<file path="src/hdl/bridgePkg.sv">
package bridgePkg;

	// AHB transfer types.
	localparam logic [1:0] transIdle = 2'b00;
	localparam logic [1:0] transBusy = 2'b01;
	localparam logic [1:0] transNonseq = 2'b10;
	localparam logic [1:0] transSeq = 2'b11;

	localparam logic [1:0] respOkay = 2'b00;

	// three 64 MB windows, picked by the top address bits.
	localparam int windowBits = 6;
	localparam logic [31:0] slaveBase0 = 32'h8000_0000;
	localparam logic [31:0] slaveBase1 = 32'h8400_0000;
	localparam logic [31:0] slaveBase2 = 32'h8800_0000;

	// one-hot peripheral selects.
	localparam logic [2:0] selNone = 3'b000;
	localparam logic [2:0] sel0 = 3'b001;
	localparam logic [2:0] sel1 = 3'b010;
	localparam logic [2:0] sel2 = 3'b100;

	typedef enum logic [2:0]
	{
		stIdle = 3'b000,
		stWwait = 3'b001,
		stRead = 3'b010,
		stWrite = 3'b011,
		stWriteP = 3'b100, // write setup with another phase pending.
		stRenable = 3'b101,
		stWenable = 3'b110,
		stWenableP = 3'b111
	} apbState_t;

endpackage

</file>
<file path="src/hdl/ahbPipeIf.sv">
`timescale 1ns/1ps

interface ahbPipeIf;

	logic valid; // good address phase on the bus now.
	logic [31:0] Haddr1;
	logic [31:0] Haddr2;
	logic [31:0] Hwdata1;
	logic [31:0] Hwdata2;
	logic Hwritereg; // direction of the last valid phase.
	logic [2:0] tempselx;

	modport front
	(
		output valid,
		output Haddr1,
		output Haddr2,
		output Hwdata1,
		output Hwdata2,
		output Hwritereg,
		output tempselx
	);

	modport ctrl
	(
		input valid,
		input Haddr1,
		input Haddr2,
		input Hwdata1,
		input Hwdata2,
		input Hwritereg,
		input tempselx
	);

endinterface

</file>
<file path="src/hdl/ahbSlaveFront.sv">
`timescale 1ns/1ps

module ahbSlaveFront
	import bridgePkg::*;
(
	input logic Hclk,
	input logic Hresetn,
	input logic Hreadyin,
	input logic [1:0] Htrans,
	input logic Hwrite,
	input logic [31:0] Haddr,
	input logic [31:0] Hwdata,
	ahbPipeIf.front pipe
);

	logic inWindow0;
	logic inWindow1;
	logic inWindow2;
	logic active;
	logic [2:0] winSel;

	// compare only the window bits.
	assign inWindow0 = Haddr[31 -: windowBits] == slaveBase0[31 -: windowBits];
	assign inWindow1 = Haddr[31 -: windowBits] == slaveBase1[31 -: windowBits];
	assign inWindow2 = Haddr[31 -: windowBits] == slaveBase2[31 -: windowBits];

	always_comb
	begin
		if (inWindow0)
			winSel = sel0;
		else if (inWindow1)
			winSel = sel1;
		else if (inWindow2)
			winSel = sel2;
		else
			winSel = selNone;
	end

	// busy and idle carry no transfer.
	always_comb
	begin
		case (Htrans)
			transNonseq, transSeq:
				active = 1'b1;
			transIdle, transBusy:
				active = 1'b0;
			default:
				active = 1'b0;
		endcase
	end

	assign pipe.tempselx = winSel;
	assign pipe.valid = Hreadyin && active && (winSel != selNone);

	// address and data pipeline.
	always_ff @(posedge Hclk)
	begin
		pipe.Haddr1 <= Haddr;
		pipe.Haddr2 <= pipe.Haddr1;
		pipe.Hwdata1 <= Hwdata;
		pipe.Hwdata2 <= pipe.Hwdata1;
	end

	// only a valid phase updates the write flag, so a stalled
	// phase behind a pending transfer cannot overwrite it.
	always_ff @(posedge Hclk)
	begin
		if (!Hresetn)
		begin
			pipe.Hwritereg <= 1'b0;
		end
		else if (pipe.valid)
		begin
			pipe.Hwritereg <= Hwrite;
		end
	end

endmodule

</file>
<file path="src/hdl/apbFsmController.sv">
`timescale 1ns/1ps

module apbFsmController
	import bridgePkg::*;
(
	input logic Hclk,
	input logic Hresetn,
	ahbPipeIf.ctrl pipe,
	input logic [31:0] Haddr,
	input logic [31:0] Hwdata,
	input logic Hwrite,
	output logic Pwrite,
	output logic Penable,
	output logic [2:0] Pselx,
	output logic [31:0] Paddr,
	output logic [31:0] Pwdata,
	output logic Hreadyout
);

	apbState_t state;
	apbState_t nextState;

	logic [2:0] selx1;
	logic [2:0] selx2;
	logic fromPend;

	logic pwriteNext;
	logic penableNext;
	logic hreadyNext;
	logic [2:0] pselNext;
	logic [31:0] paddrNext;
	logic [31:0] pwdataNext;

	always_ff @(posedge Hclk)
	begin
		if (!Hresetn)
		begin
			state <= stIdle;
			fromPend <= 1'b0;
		end
		else
		begin
			state <= nextState;
			fromPend <= (state == stWenableP); // setup came from the pending slot.
		end
	end

	// selects follow the address pipeline.
	always_ff @(posedge Hclk)
	begin
		selx1 <= pipe.tempselx;
		selx2 <= selx1;
	end

	always_comb
	begin
		nextState = stIdle;
		case (state)
			stIdle, stRenable, stWenable:
			begin
				if (!pipe.valid)
					nextState = stIdle;
				else if (Hwrite)
					nextState = stWwait;
				else
					nextState = stRead;
			end
			stWwait:
			begin
				if (pipe.valid)
					nextState = stWriteP;
				else
					nextState = stWrite;
			end
			stRead:
			begin
				nextState = stRenable;
			end
			stWrite:
			begin
				if (pipe.valid)
					nextState = stWenableP;
				else
					nextState = stWenable;
			end
			stWriteP:
			begin
				nextState = stWenableP;
			end
			stWenableP:
			begin
				if (!pipe.Hwritereg)
					nextState = stRead;
				else if (pipe.valid)
					nextState = stWriteP;
				else
					nextState = stWrite;
			end
			default:
			begin
				nextState = stIdle;
			end
		endcase
	end

	// decode of the next bus cycle. payload holds unless a setup is launched.
	always_comb
	begin
		paddrNext = Paddr;
		pwriteNext = Pwrite;
		pwdataNext = Pwdata;
		pselNext = Pselx;
		penableNext = 1'b0;
		hreadyNext = 1'b0;
		case (state)
			stIdle, stRenable, stWenable:
			begin
				pselNext = selNone;
				hreadyNext = 1'b1;
				if (pipe.valid && !Hwrite)
				begin
					// read goes straight to setup.
					paddrNext = Haddr;
					pwriteNext = 1'b0;
					pselNext = pipe.tempselx;
					hreadyNext = 1'b0;
				end
			end
			stWwait:
			begin
				// data phase of the write is on the bus now.
				paddrNext = pipe.Haddr1;
				pwriteNext = 1'b1;
				pselNext = selx1;
				pwdataNext = Hwdata;
			end
			stRead:
			begin
				penableNext = 1'b1;
				hreadyNext = 1'b1; // Hrdata valid with Penable.
			end
			stWrite:
			begin
				penableNext = 1'b1;
				pwdataNext = fromPend ? pipe.Hwdata2 : pipe.Hwdata1;
				hreadyNext = 1'b1;
			end
			stWriteP:
			begin
				penableNext = 1'b1;
				pwdataNext = fromPend ? pipe.Hwdata2 : pipe.Hwdata1;
				// a pending read keeps its data phase stalled.
				hreadyNext = pipe.Hwritereg;
			end
			stWenableP:
			begin
				paddrNext = pipe.Haddr2;
				pwriteNext = pipe.Hwritereg;
				pselNext = selx2;
				pwdataNext = pipe.Hwdata1; // first cycle of its data phase.
			end
			default:
			begin
				pselNext = selNone;
			end
		endcase
	end

	always_ff @(posedge Hclk)
	begin
		if (!Hresetn)
		begin
			Paddr <= '0;
			Pwrite <= 1'b0;
			Pselx <= selNone;
			Pwdata <= '0;
			Penable <= 1'b0;
			Hreadyout <= 1'b0;
		end
		else
		begin
			Paddr <= paddrNext;
			Pwrite <= pwriteNext;
			Pselx <= pselNext;
			Pwdata <= pwdataNext;
			Penable <= penableNext;
			Hreadyout <= hreadyNext;
		end
	end

endmodule

</file>
<file path="src/hdl/ahbApbBridge.sv">
`timescale 1ns/1ps

module ahbApbBridge
	import bridgePkg::*;
(
	input logic Hclk,
	input logic Hresetn,
	input logic Hreadyin,
	input logic [1:0] Htrans,
	input logic Hwrite,
	input logic [31:0] Haddr,
	input logic [31:0] Hwdata,
	input logic [31:0] Prdata,
	output logic Pwrite,
	output logic Penable,
	output logic [2:0] Pselx,
	output logic [31:0] Paddr,
	output logic [31:0] Pwdata,
	output logic Hreadyout,
	output logic [31:0] Hrdata,
	output logic [1:0] Hresp
);

	ahbPipeIf pipe ();

	ahbSlaveFront front_i
	(
		.Hclk(Hclk),
		.Hresetn(Hresetn),
		.Hreadyin(Hreadyin),
		.Htrans(Htrans),
		.Hwrite(Hwrite),
		.Haddr(Haddr),
		.Hwdata(Hwdata),
		.pipe(pipe.front)
	);

	apbFsmController ctrl_i
	(
		.Hclk(Hclk),
		.Hresetn(Hresetn),
		.pipe(pipe.ctrl),
		.Haddr(Haddr),
		.Hwdata(Hwdata),
		.Hwrite(Hwrite),
		.Pwrite(Pwrite),
		.Penable(Penable),
		.Pselx(Pselx),
		.Paddr(Paddr),
		.Pwdata(Pwdata),
		.Hreadyout(Hreadyout)
	);

	assign Hrdata = Prdata; // read data passes through.
	assign Hresp = respOkay;

endmodule

</file>
<file path="config.mk">
export PLATFORM = sky130hd
export DESIGN_NAME = ahbApbBridge
export DESIGN_NICKNAME = d
export VERILOG_FILES = /design/src/hdl/bridgePkg.sv /design/src/hdl/ahbPipeIf.sv /design/src/hdl/ahbSlaveFront.sv /design/src/hdl/apbFsmController.sv /design/src/hdl/ahbApbBridge.sv
export SDC_FILE = /design/constraint.sdc
export NUM_CORES = 1
export LEC_CHECK = 0
export BUFFER_PORTS_ARGS = -buffer_cell sky130_fd_sc_hd__buf_2
export CAP_MARGIN = 20
export CORE_MARGIN = 5
export CORE_UTILIZATION = 35
export CTS_BUF_LIST = sky130_fd_sc_hd__clkbuf_8
export CTS_CLUSTER_DIAMETER = 30
export DETAILED_ROUTE_END_ITERATION = 8
export HOLD_SLACK_MARGIN = 0.12
export SYNTH_ARGS = -nofsm -noshare
export SYNTH_HDL_FRONTEND = slang
export SYNTH_HIERARCHICAL = 1
export SYNTH_SLANG_ARGS = --single-unit
export TNS_END_PERCENT = 100
</file>
<file path="constraint.sdc">
create_clock -name Hclk -period 2.6 [get_ports Hclk]
set_input_delay 0.39 -clock Hclk [delete_from_list [all_inputs] [get_ports Hclk]]
set_output_delay 0.39 -clock Hclk [all_outputs]
set_load 0.05 [all_outputs]
</file>
## Word-level counts from Yosys, hierarchy flattened

Index checks and enable logic that the tools add are counted.

- Register bits: 209
- Input bits: 102
- Word-level logic and storage cells: 66

- Equality and inequality tests: 14
- Mux-type cells: 21
- Reductions and logical operators: 16

Operator list:

| cell | count |
|---|---|
| $pmux 32 s3 | 2 |
| $mux 32 | 2 |
| $mux 3 | 7 |
| $eq 6x6->1 const B | 3 |
| $pmux 3 s6 | 1 |
| $eq 3x3->1 const B | 4 |
| $pmux 3 s3 | 1 |
| $reduce_bool 3->1 | 3 |
| $reduce_or 2->1 | 4 |
| $eq 3x2->1 const B | 2 |
| $pmux 1 s3 | 2 |
| $reduce_or 3->1 | 2 |
| $eq 2x2->1 const B | 2 |
| $mux 1 | 4 |
| $eq 3x1->1 const B | 1 |
| $logic_and 1x1->1 | 3 |
| $logic_not 3->1 | 1 |
| $eq 2x1->1 const B | 1 |
| $logic_not 2->1 | 1 |
| $mux 2 | 1 |
| $ne 2x1->1 const B | 1 |
| $pmux 1 s2 | 1 |
| $reduce_and 2->1 | 1 |
| $logic_not 1->1 | 1 |

## Logic depth before layout (Yosys ltp)

Gate-level depths: netlist (run 1).

- Depth after elaboration: 9
- Gate-level depth with buffers: 7

## Cells and area by module

Netlist (run 1), hierarchy kept.

Modules (own cells, without submodules):

| module | times used | cells an instance | area each (um^2) | sequential area each (um^2) |
|---|---|---|---|---|
| apbFsmController | 1 | 680 | 5,200.0 | 1,601.5 |
| ahbSlaveFront | 1 | 139 | 2,665.1 | 2,582.5 |
| ahbApbBridge | 1 | 35 | 259.0 | 0.0 |

## Worst setup path before layout (run 1)

Ideal clock, no wire load.

- Path type: input -> register
- From: in Haddr[30]
- To: reg ctrl_i.Paddr[0]
- Library setup time: 117 ps
- Arrival: 2,175 ps
- Slack: 308 ps
- Stages: 7
- Buffers on the path: 1
- Cells stage by stage: or4b_4 a211oi_4 nor2b_1 a21oi_1 o21a_2 buf_4 a32o_1

- Longest elaborated chain between the ends: 9

RTL lines:

| item | line | RTL |
|---|---|---|
| start, declared | ahbApbBridge.sv:11 | `input logic [31:0] Haddr,` |
| $eq 6x6->1 | ahbSlaveFront.sv:25 | `assign inWindow2 = Haddr[31 -: windowBits] == slaveBase2[31 -: windowBits];` |
| $mux 3 | ahbSlaveFront.sv:33 | `else if (inWindow2)` |
| $mux 3 | ahbSlaveFront.sv:31 | `else if (inWindow1)` |
| $mux 3 (*) | ahbSlaveFront.sv:29 | `if (inWindow0)` |
| $reduce_bool 3->1 (*) | ahbSlaveFront.sv:53 | `assign pipe.valid = Hreadyin && active && (winSel != selNone);` |
| $logic_and 1x1->1 (*) | ahbSlaveFront.sv:53 |  |
| net pipe.valid | ahbPipeIf.sv:5 | `logic valid;` |
| $logic_and 1x1->1 (*) | apbFsmController.sv:120 | `if (pipe.valid && !Hwrite)` |
| $ne 2x1->1 (no line) (*) | -- |  |
| $reduce_and 2->1 (no line) (*) | -- |  |
| end signal, assigned | apbFsmController.sv:182 | `Paddr <= paddrNext;` |
| end, declared | apbFsmController.sv:15 | `output logic [31:0] Paddr,` |

Mark *: on every way through the listed nets, which the timed path passes. The rest lies on a longest branch.
A chain may end at the register's enable or synchronous reset.

## Worst setup path after layout (run 1)

- From: in Haddr[30]
- To: reg ctrl_i.Paddr[28]

The elaborated chain is that of the path after synthesis.

==> metrics.yaml, run 1 <==
outcome: "finished, final reports clean"
routed_wirelength_microns: 23310
clock_power_share: 0.306
area_delta_synth_final_pct: 30.93
synth_seq_cells: 209
port_buffers: 138
post_cts_buffers: 0
core_sq_um: 22780
path_clk_slew_ns: 0.06
ios: 206
grt_overflow: 0
startpoint_type: "primary input"
cap_violations: 0
powerDensity_nw_per_um2: 1290
post-route-util: 0.4670
rows: 55
synth_edf_count: 0
place.detailed.hpwl_microns: 13590
die_h_microns: 162.4
wl_per_cell_microns: 17.03
start_util: 0.3567
syn_area_per_cell_sq_um: 9.513
placed_cell_area_sq_um: 8862
grt_pass1_vias: 7314
async_reset_ff_frac: 0
worstPathRequired_ns: 3.04
hp-class: "in2reg"
p_switching_w: 0.005750
tritoncts: "done"
cts_made_buffers: 47
htreeDepth: 2
clk_path_buf_depth: 3
crit_arrival_ns: 2.91
seqPwrFrac: 0.311
wl_met2_microns: 10790
dp_cells: 1216
mappedNetlistArea_sq_um: 8124
vias: 7192
grt_pass1_wl_microns: 37150
stdcell_count: 1369
grt_max_degree: 52
final_hold_viol_count: 0
avgViaCountPerCell: 5.253
intPower_w: 0.007975
diodes: 0
root_buffer: "clkbuf_8"
leakagePower_nw: 4.291
dieArea_sq_um: 26360
synthTopCellsByArea: "dfxtp_1, nor2_1, mux2i_1"
synth_ff_type: "dfxtp_1"
die_w_microns: 162.4
period_share: 0.9535
final_area_sq_um: 10640
nets: 1119
wl_met1_microns: 10200
highest_layer: "met4"
comb_power_share: 0.383
clock_latency_ns: 0.55
firstDrtPassIters: 7
crit_fanout: 32
cts_sinks: 209
rrSetupSlack_ns: 0.60
rsz0062_at_grt: "no"
synth.distinct_cells: 39
finalSetupViolCount: 0
drt.antenna.violating_nets: 0
period_needed_ns: 2.479
finClkSkew_ns: 0.02184
criticalPathCategory: "in2reg"
slew_violations: 0
postSynthCellCount: 854
synth.most_common_cell: "dfxtp_1"
swShare: 0.4189
fin_tns_setup_ns: 0
yosysSeqAreaShare: 0.5150
antenna_found_initial: 0
drc_errors: 0
fmax_ghz: 0.4034
gp_congestion: 0.7333
netlist_top_cells_count: "dfxtp_1, nor2_1, o21ai_0"
drive_gt1_frac: 0.2491
peakVddDrop_mv: 0.6988
wl_met3_microns: 1682
yosysWarningCount: 6
slew_headroom: 0.3339
worst_slew_pin_slew_ns: 0.9991
synth.top_cell.area_share: 0.5150
grtUsageTotal: 0.1698
drt-initial-drc-count: 603
crit_path_end_kind: "flip-flop"
synth_top_area_cell: "dfxtp_1"
## kinds of logic after synthesis
family	count (synthesis)	synth area share
AO/OA/AOI/OAI	282	0.2532
flip-flops	209	0.5150
XOR/XNOR	3	0.004159
other	1	0.0004616
buffers and inverters	119	0.07778
AND/OR/NAND/NOR	207	0.1087
multiplexers	33	0.04066
## layout by cell type (no fill, tap or decap), drive strengths merged
| cell type | n |
|---|---|
| o21a | 1 |
| mux2i | 33 |
| and2 | 2 |
| o2bb2ai | 32 |
| a222oi | 32 |
| or2 | 1 |
| nand2b | 4 |
| nor2 | 101 |
| nand3b | 1 |
| o21bai | 1 |
| a21oi | 38 |
| a211oi | 2 |
| buf | 165 |
| nor3b | 2 |
| a22o | 32 |
| dlygate4sd3 | 65 |
| o21ai | 73 |
| clkinvlp | 6 |
| nor3 | 34 |
| dfxtp | 209 |
| o22ai | 32 |
| a221oi | 5 |
| xnor2 | 2 |
| and3 | 1 |
| nand3 | 2 |
| xor2 | 1 |
| a32o | 32 |
| nand2 | 53 |
| or4b | 1 |
| a31oi | 2 |
| or3b | 1 |
| nor2b | 4 |
| clkbuf | 60 |
| bufinv | 5 |
| conb | 2 |
| inv | 6 |
| clkinv | 13 |
## worst paths after layout
path	cells past startpoint	end	start
max reg2reg	4	ctrl_i/Pwdata[4]$_SDFFE_PN0P_	ctrl_i/state[1]$_SDFF_PN0_
min	3	ctrl_i/Pselx[2]$_SDFFE_PN0P_	Hresetn
max	8	ctrl_i/Paddr[28]$_SDFFE_PN0P_	Haddr[30]
min reg2reg	0	ctrl_i/selx2[0]$_DFF_P_	ctrl_i/selx1[0]$_DFF_P_
## per-layer routing
metal,up-vias,track usage
li1,3466,-
met1,3420,0.2097
met2,252,0.2764
met3,54,0.04556
met4,0,0.07958
met5,-,0
## critical path: stages
cell           delay [ns]
dlygate4sd3_1        0.54
buf_2                0.15
or4b_4               0.59
a211oi_4             0.25
nor2b_1              0.22
a21oi_1              0.12
o21a_4               0.39
a32o_1               0.26
## power by group through the flow
stage | clock [W] | combinational (W) | sequential [W]
after floorplan | 0 | 0.00266 | 0.00557
after global placement | 0 | 0.00517 | 0.00432
after detailed placement | 0 | 0.00519 | 0.00433
after CTS | 0.00429 | 0.00528 | 0.00428
after global routing | 0.00445 | 0.00570 | 0.00435
final | 0.00419 | 0.00526 | 0.00427
## stage by stage
stage / worst slack (ns) / power (W) / hold WS [ns]
final: 0.1208 / 0.01372 / 0.2433
after global routing: 0.06319 / 0.01450 / 0.2254
after CTS: 0.04493 / 0.01385 / 0.1980
after detailed placement: -0.006078 / 0.009523 / 0.3368
after global placement: 0.03935 / 0.009488 / 0.3328
after floorplan: 0.3081 / 0.008237 / 0.3308
## repair_timing
item                                   in CTS  in global routing
endpoints found under the hold margin      68                  0
gates resized for setup                     0                  1
hold buffers                               65                  0
setup endpoints to repair                   0                 32
## area by class of cell
type                    instances  area, sq um
well taps                     313        391.6
clock inverters                28        291.5
fillers                      2176        12140
multi-input cells             527         3342
repair buffers                230         1582
clock buffers                  60        825.8
inverters                       2        7.507
flip-flops and latches        209         4197
## sequential cells by signal, summed over array words and instances (netlist names), 3 cells and up
| register | cells |
|---|---|
| ctrl_i/selx1 | 3 |
| ctrl_i/Pwdata | 32 |
| ctrl_i/state | 3 |
| front_i/pipe.Hwdata1 | 32 |
| front_i/pipe.Hwdata2 | 32 |
| ctrl_i/Pselx | 3 |
| front_i/pipe.Haddr1 | 32 |
| ctrl_i/selx2 | 3 |
| front_i/pipe.Haddr2 | 32 |
| ctrl_i/Paddr | 32 |
(Power assumes the default switching activity.)
==> run 2, diff against run 1 <==
--- a/config.mk
+++ b/config.mk
@@ -9,7 +9,7 @@
 export CAP_MARGIN = 20
 export CORE_MARGIN = 5
 export CORE_UTILIZATION = 35
-export CTS_BUF_LIST = sky130_fd_sc_hd__clkbuf_8
+export CTS_BUF_LIST = sky130_fd_sc_hd__clkbuf_4 sky130_fd_sc_hd__clkbuf_8
 export CTS_CLUSTER_DIAMETER = 30
 export DETAILED_ROUTE_END_ITERATION = 8
 export HOLD_SLACK_MARGIN = 0.12
==> run 2 against run 1 <==
Net effect: die area stayed put; utilization about the same; critical endpoint unchanged; largest cell class unchanged; global-route usage unchanged; flip-flop and latch count unchanged; routed wire length about the same.
==> metrics.yaml, run 2 (same netlist as run 1, synthesis figures left out) <==
outcome: "finished, final reports clean"
period_share: 0.9536  # about the same
port_buffers: 138  # unchanged
swShare: 0.4176  # -0.001343
grt_pass1_vias: 7314  # unchanged
layout_setup_ws_ns: 0.1205  # -0.0003130 ns
dpl_worst_slack_ns: -0.006078  # unchanged
path_clk_slew_ns: 0.06  # about the same
startpoint_type: "primary input"
root_buffer: "clkbuf_8"
p_switching_w: 0.005749  # about the same
die_h_microns: 162.4  # unchanged
worstPathRequired_ns: 3.03  # about the same
final_area_sq_um: 10650  # +0.11%
gp_congestion: 0.7333  # unchanged
clock_power_share: 0.308  # +0.002
drc_errors: 0  # unchanged
worst_slew_pin_slew_ns: 0.9989  # -0.0001951 ns
clk_path_buf_depth: 3  # unchanged
area_delta_synth_final_pct: 31.06
total_power_w: 0.01377  # +0.31%
start_util: 0.3567  # unchanged
r2r_cells: 4  # unchanged
nets: 1119  # unchanged
cts_sinks: 209  # unchanged
diodes: 0  # unchanged
grt_max_degree: 52  # unchanged
routed_wirelength_microns: 23310  # about the same
dieArea_sq_um: 26360  # unchanged
htreeDepth: 2  # unchanged
drt-initial-drc-count: 603  # unchanged
drt.antenna.violating_nets: 0  # unchanged
period_needed_ns: 2.479  # +0.0003130 ns
cap_violations: 0  # unchanged
firstDrtPassIters: 7  # unchanged
clock_latency_ns: 0.55  # about the same
finalSetupViolCount: 0  # unchanged
crit_path_end_kind: "flip-flop"
wl_per_cell_microns: 17.02  # about the same
grt_pass1_wl_microns: 37150  # unchanged
leakagePower_nw: 4.289  # about the same
final_hold_viol_count: 0  # unchanged
min_from: "Hresetn"
die_w_microns: 162.4  # unchanged
finClkSkew_ns: 0.02184  # +0.000004500 ns
crit_arrival_ns: 2.91  # about the same
ios: 206  # unchanged
timing.rr.end: "ctrl_i/Pwdata[4]$_SDFFE_PN0P_"
place.detailed.hpwl_microns: 13590  # unchanged
intPower_w: 0.008018  # +0.54%
final_cell_mix: "dfxtp_1, buf_2, nor2_1"
placed_cell_area_sq_um: 8862  # unchanged
fmax_ghz: 0.4033  # about the same
peakVddDrop_mv: 0.6992  # about the same
grt_overflow: 0  # unchanged
grtUsageTotal: 0.1698  # unchanged
hp-class: "in2reg"
slew_headroom: 0.3341  # about the same
cts_made_buffers: 47  # unchanged
hold_depth: 3  # unchanged
tritoncts: "done"
rsz0062_at_grt: "no"
crit_fanout: 32  # unchanged
criticalPathCategory: "in2reg"
vias: 7188  # -0.056%
comb_power_share: 0.382  # about the same
post_cts_buffers: 0  # unchanged
slew_violations: 0  # unchanged
drive_gt1_frac: 0.2519  # +0.002841
rrSetupSlack_ns: 0.60  # about the same
seqPwrFrac: 0.310  # about the same
avgViaCountPerCell: 5.251  # about the same
powerDensity_nw_per_um2: 1293  # +0.20%
antenna_found_initial: 0  # unchanged
min_to: "ctrl_i/Pselx[2]$_SDFFE_PN0P_"
rows: 55  # unchanged
rr_startpoint: "ctrl_i/state[1]$_SDFF_PN0_"
core_sq_um: 22780  # unchanged
final_common_cell: "dfxtp_1"
-- run 2: cell types whose count changed in the layout (fill, tap and decap cells not counted) --
cell,delta
clkbuf_4,+3
inv_1,-3
-- run 2: worst max path at each step --
stage | to | cells after the start | start | slack (ns)
2_1_floorplan | ctrl_i/Paddr[0]$_SDFFE_PN0P_ | 7 | Haddr[30] | 0.31
3_3_place_gp | ctrl_i/Paddr[15]$_SDFFE_PN0P_ | 7 | Haddr[30] | 0.04
3_5_place_dp | ctrl_i/Paddr[9]$_SDFFE_PN0P_ | 7 | Haddr[30] | -0.006
4_1_cts | ctrl_i/Paddr[3]$_SDFFE_PN0P_ | 8 | Haddr[30] | 0.04
5_1_grt | ctrl_i/Paddr[29]$_SDFFE_PN0P_ | 8 | Haddr[30] | 0.06
6_report | ctrl_i/Paddr[28]$_SDFFE_PN0P_ | 8 | Haddr[30] | 0.12
-- run 2: final cells by class --
class	count	area [sq um]
multi-input combinational	527	3342
tap	313	391.6
clock buffer	63	848.3
sequential	209	4197
fill	2170	12130
timing repair buffer	230	1582
clock inverter	25	280.3
inverter	2	7.507
-- run 2: worst max-delay path, stage by stage --
cell and delay [ns]:
dlygate4sd3_1 0.54, buf_2 0.15, or4b_4 0.59, a211oi_4 0.25, nor2b_1 0.22, a21oi_1 0.12
o21a_4 0.39, a32o_1 0.26
-- run 2: routing by layer --
layer | track usage | routed length [microns] | share of wire
met2 | 0.2764 | 10790 | 0.46
met3 | 0.04556 | 1701 | 0.073
met1 | 0.2097 | 10180 | 0.44
met5 | 0 | 0 | 0
met4 | 0.07958 | 633 | 0.027
-- run 2: per-stage QoR --
| step | util | cells | TNS, ns | hold WS, ns |
|---|---|---|---|---|
| 3_5_place_dp | 0.3891 | 1216 | -0.007589 | 0.3368 |
| 5_1_grt | 0.4675 | 1369 | 0 | 0.2254 |
| 3_3_place_gp | 0.3891 | 1216 | 0 | 0.3328 |
| 2_1_floorplan | - | 855 | 0 | 0.3308 |
| 4_1_cts | 0.4672 | 1369 | 0 | 0.1980 |
| 6_report | 0.4675 | 1369 | 0 | 0.2433 |
-- run 2: power groups by stage --
| stage | combinational, W | sequential (W) | clock (W) |
|---|---|---|---|
| 2_1_floorplan | 0.00266 | 0.00557 | 0 |
| 3_3_place_gp | 0.00517 | 0.00432 | 0 |
| 3_5_place_dp | 0.00519 | 0.00433 | 0 |
| 4_1_cts | 0.00528 | 0.00428 | 0.00433 |
| 5_1_grt | 0.00570 | 0.00435 | 0.00450 |
| 6_report | 0.00526 | 0.00427 | 0.00424 |
-- run 2: timing repair --
item                                   in CTS  in global routing
setup endpoints to repair                   0                 32
endpoints found under the hold margin      68                  0
hold buffers                               65                  0
gates resized for setup                     0                  1
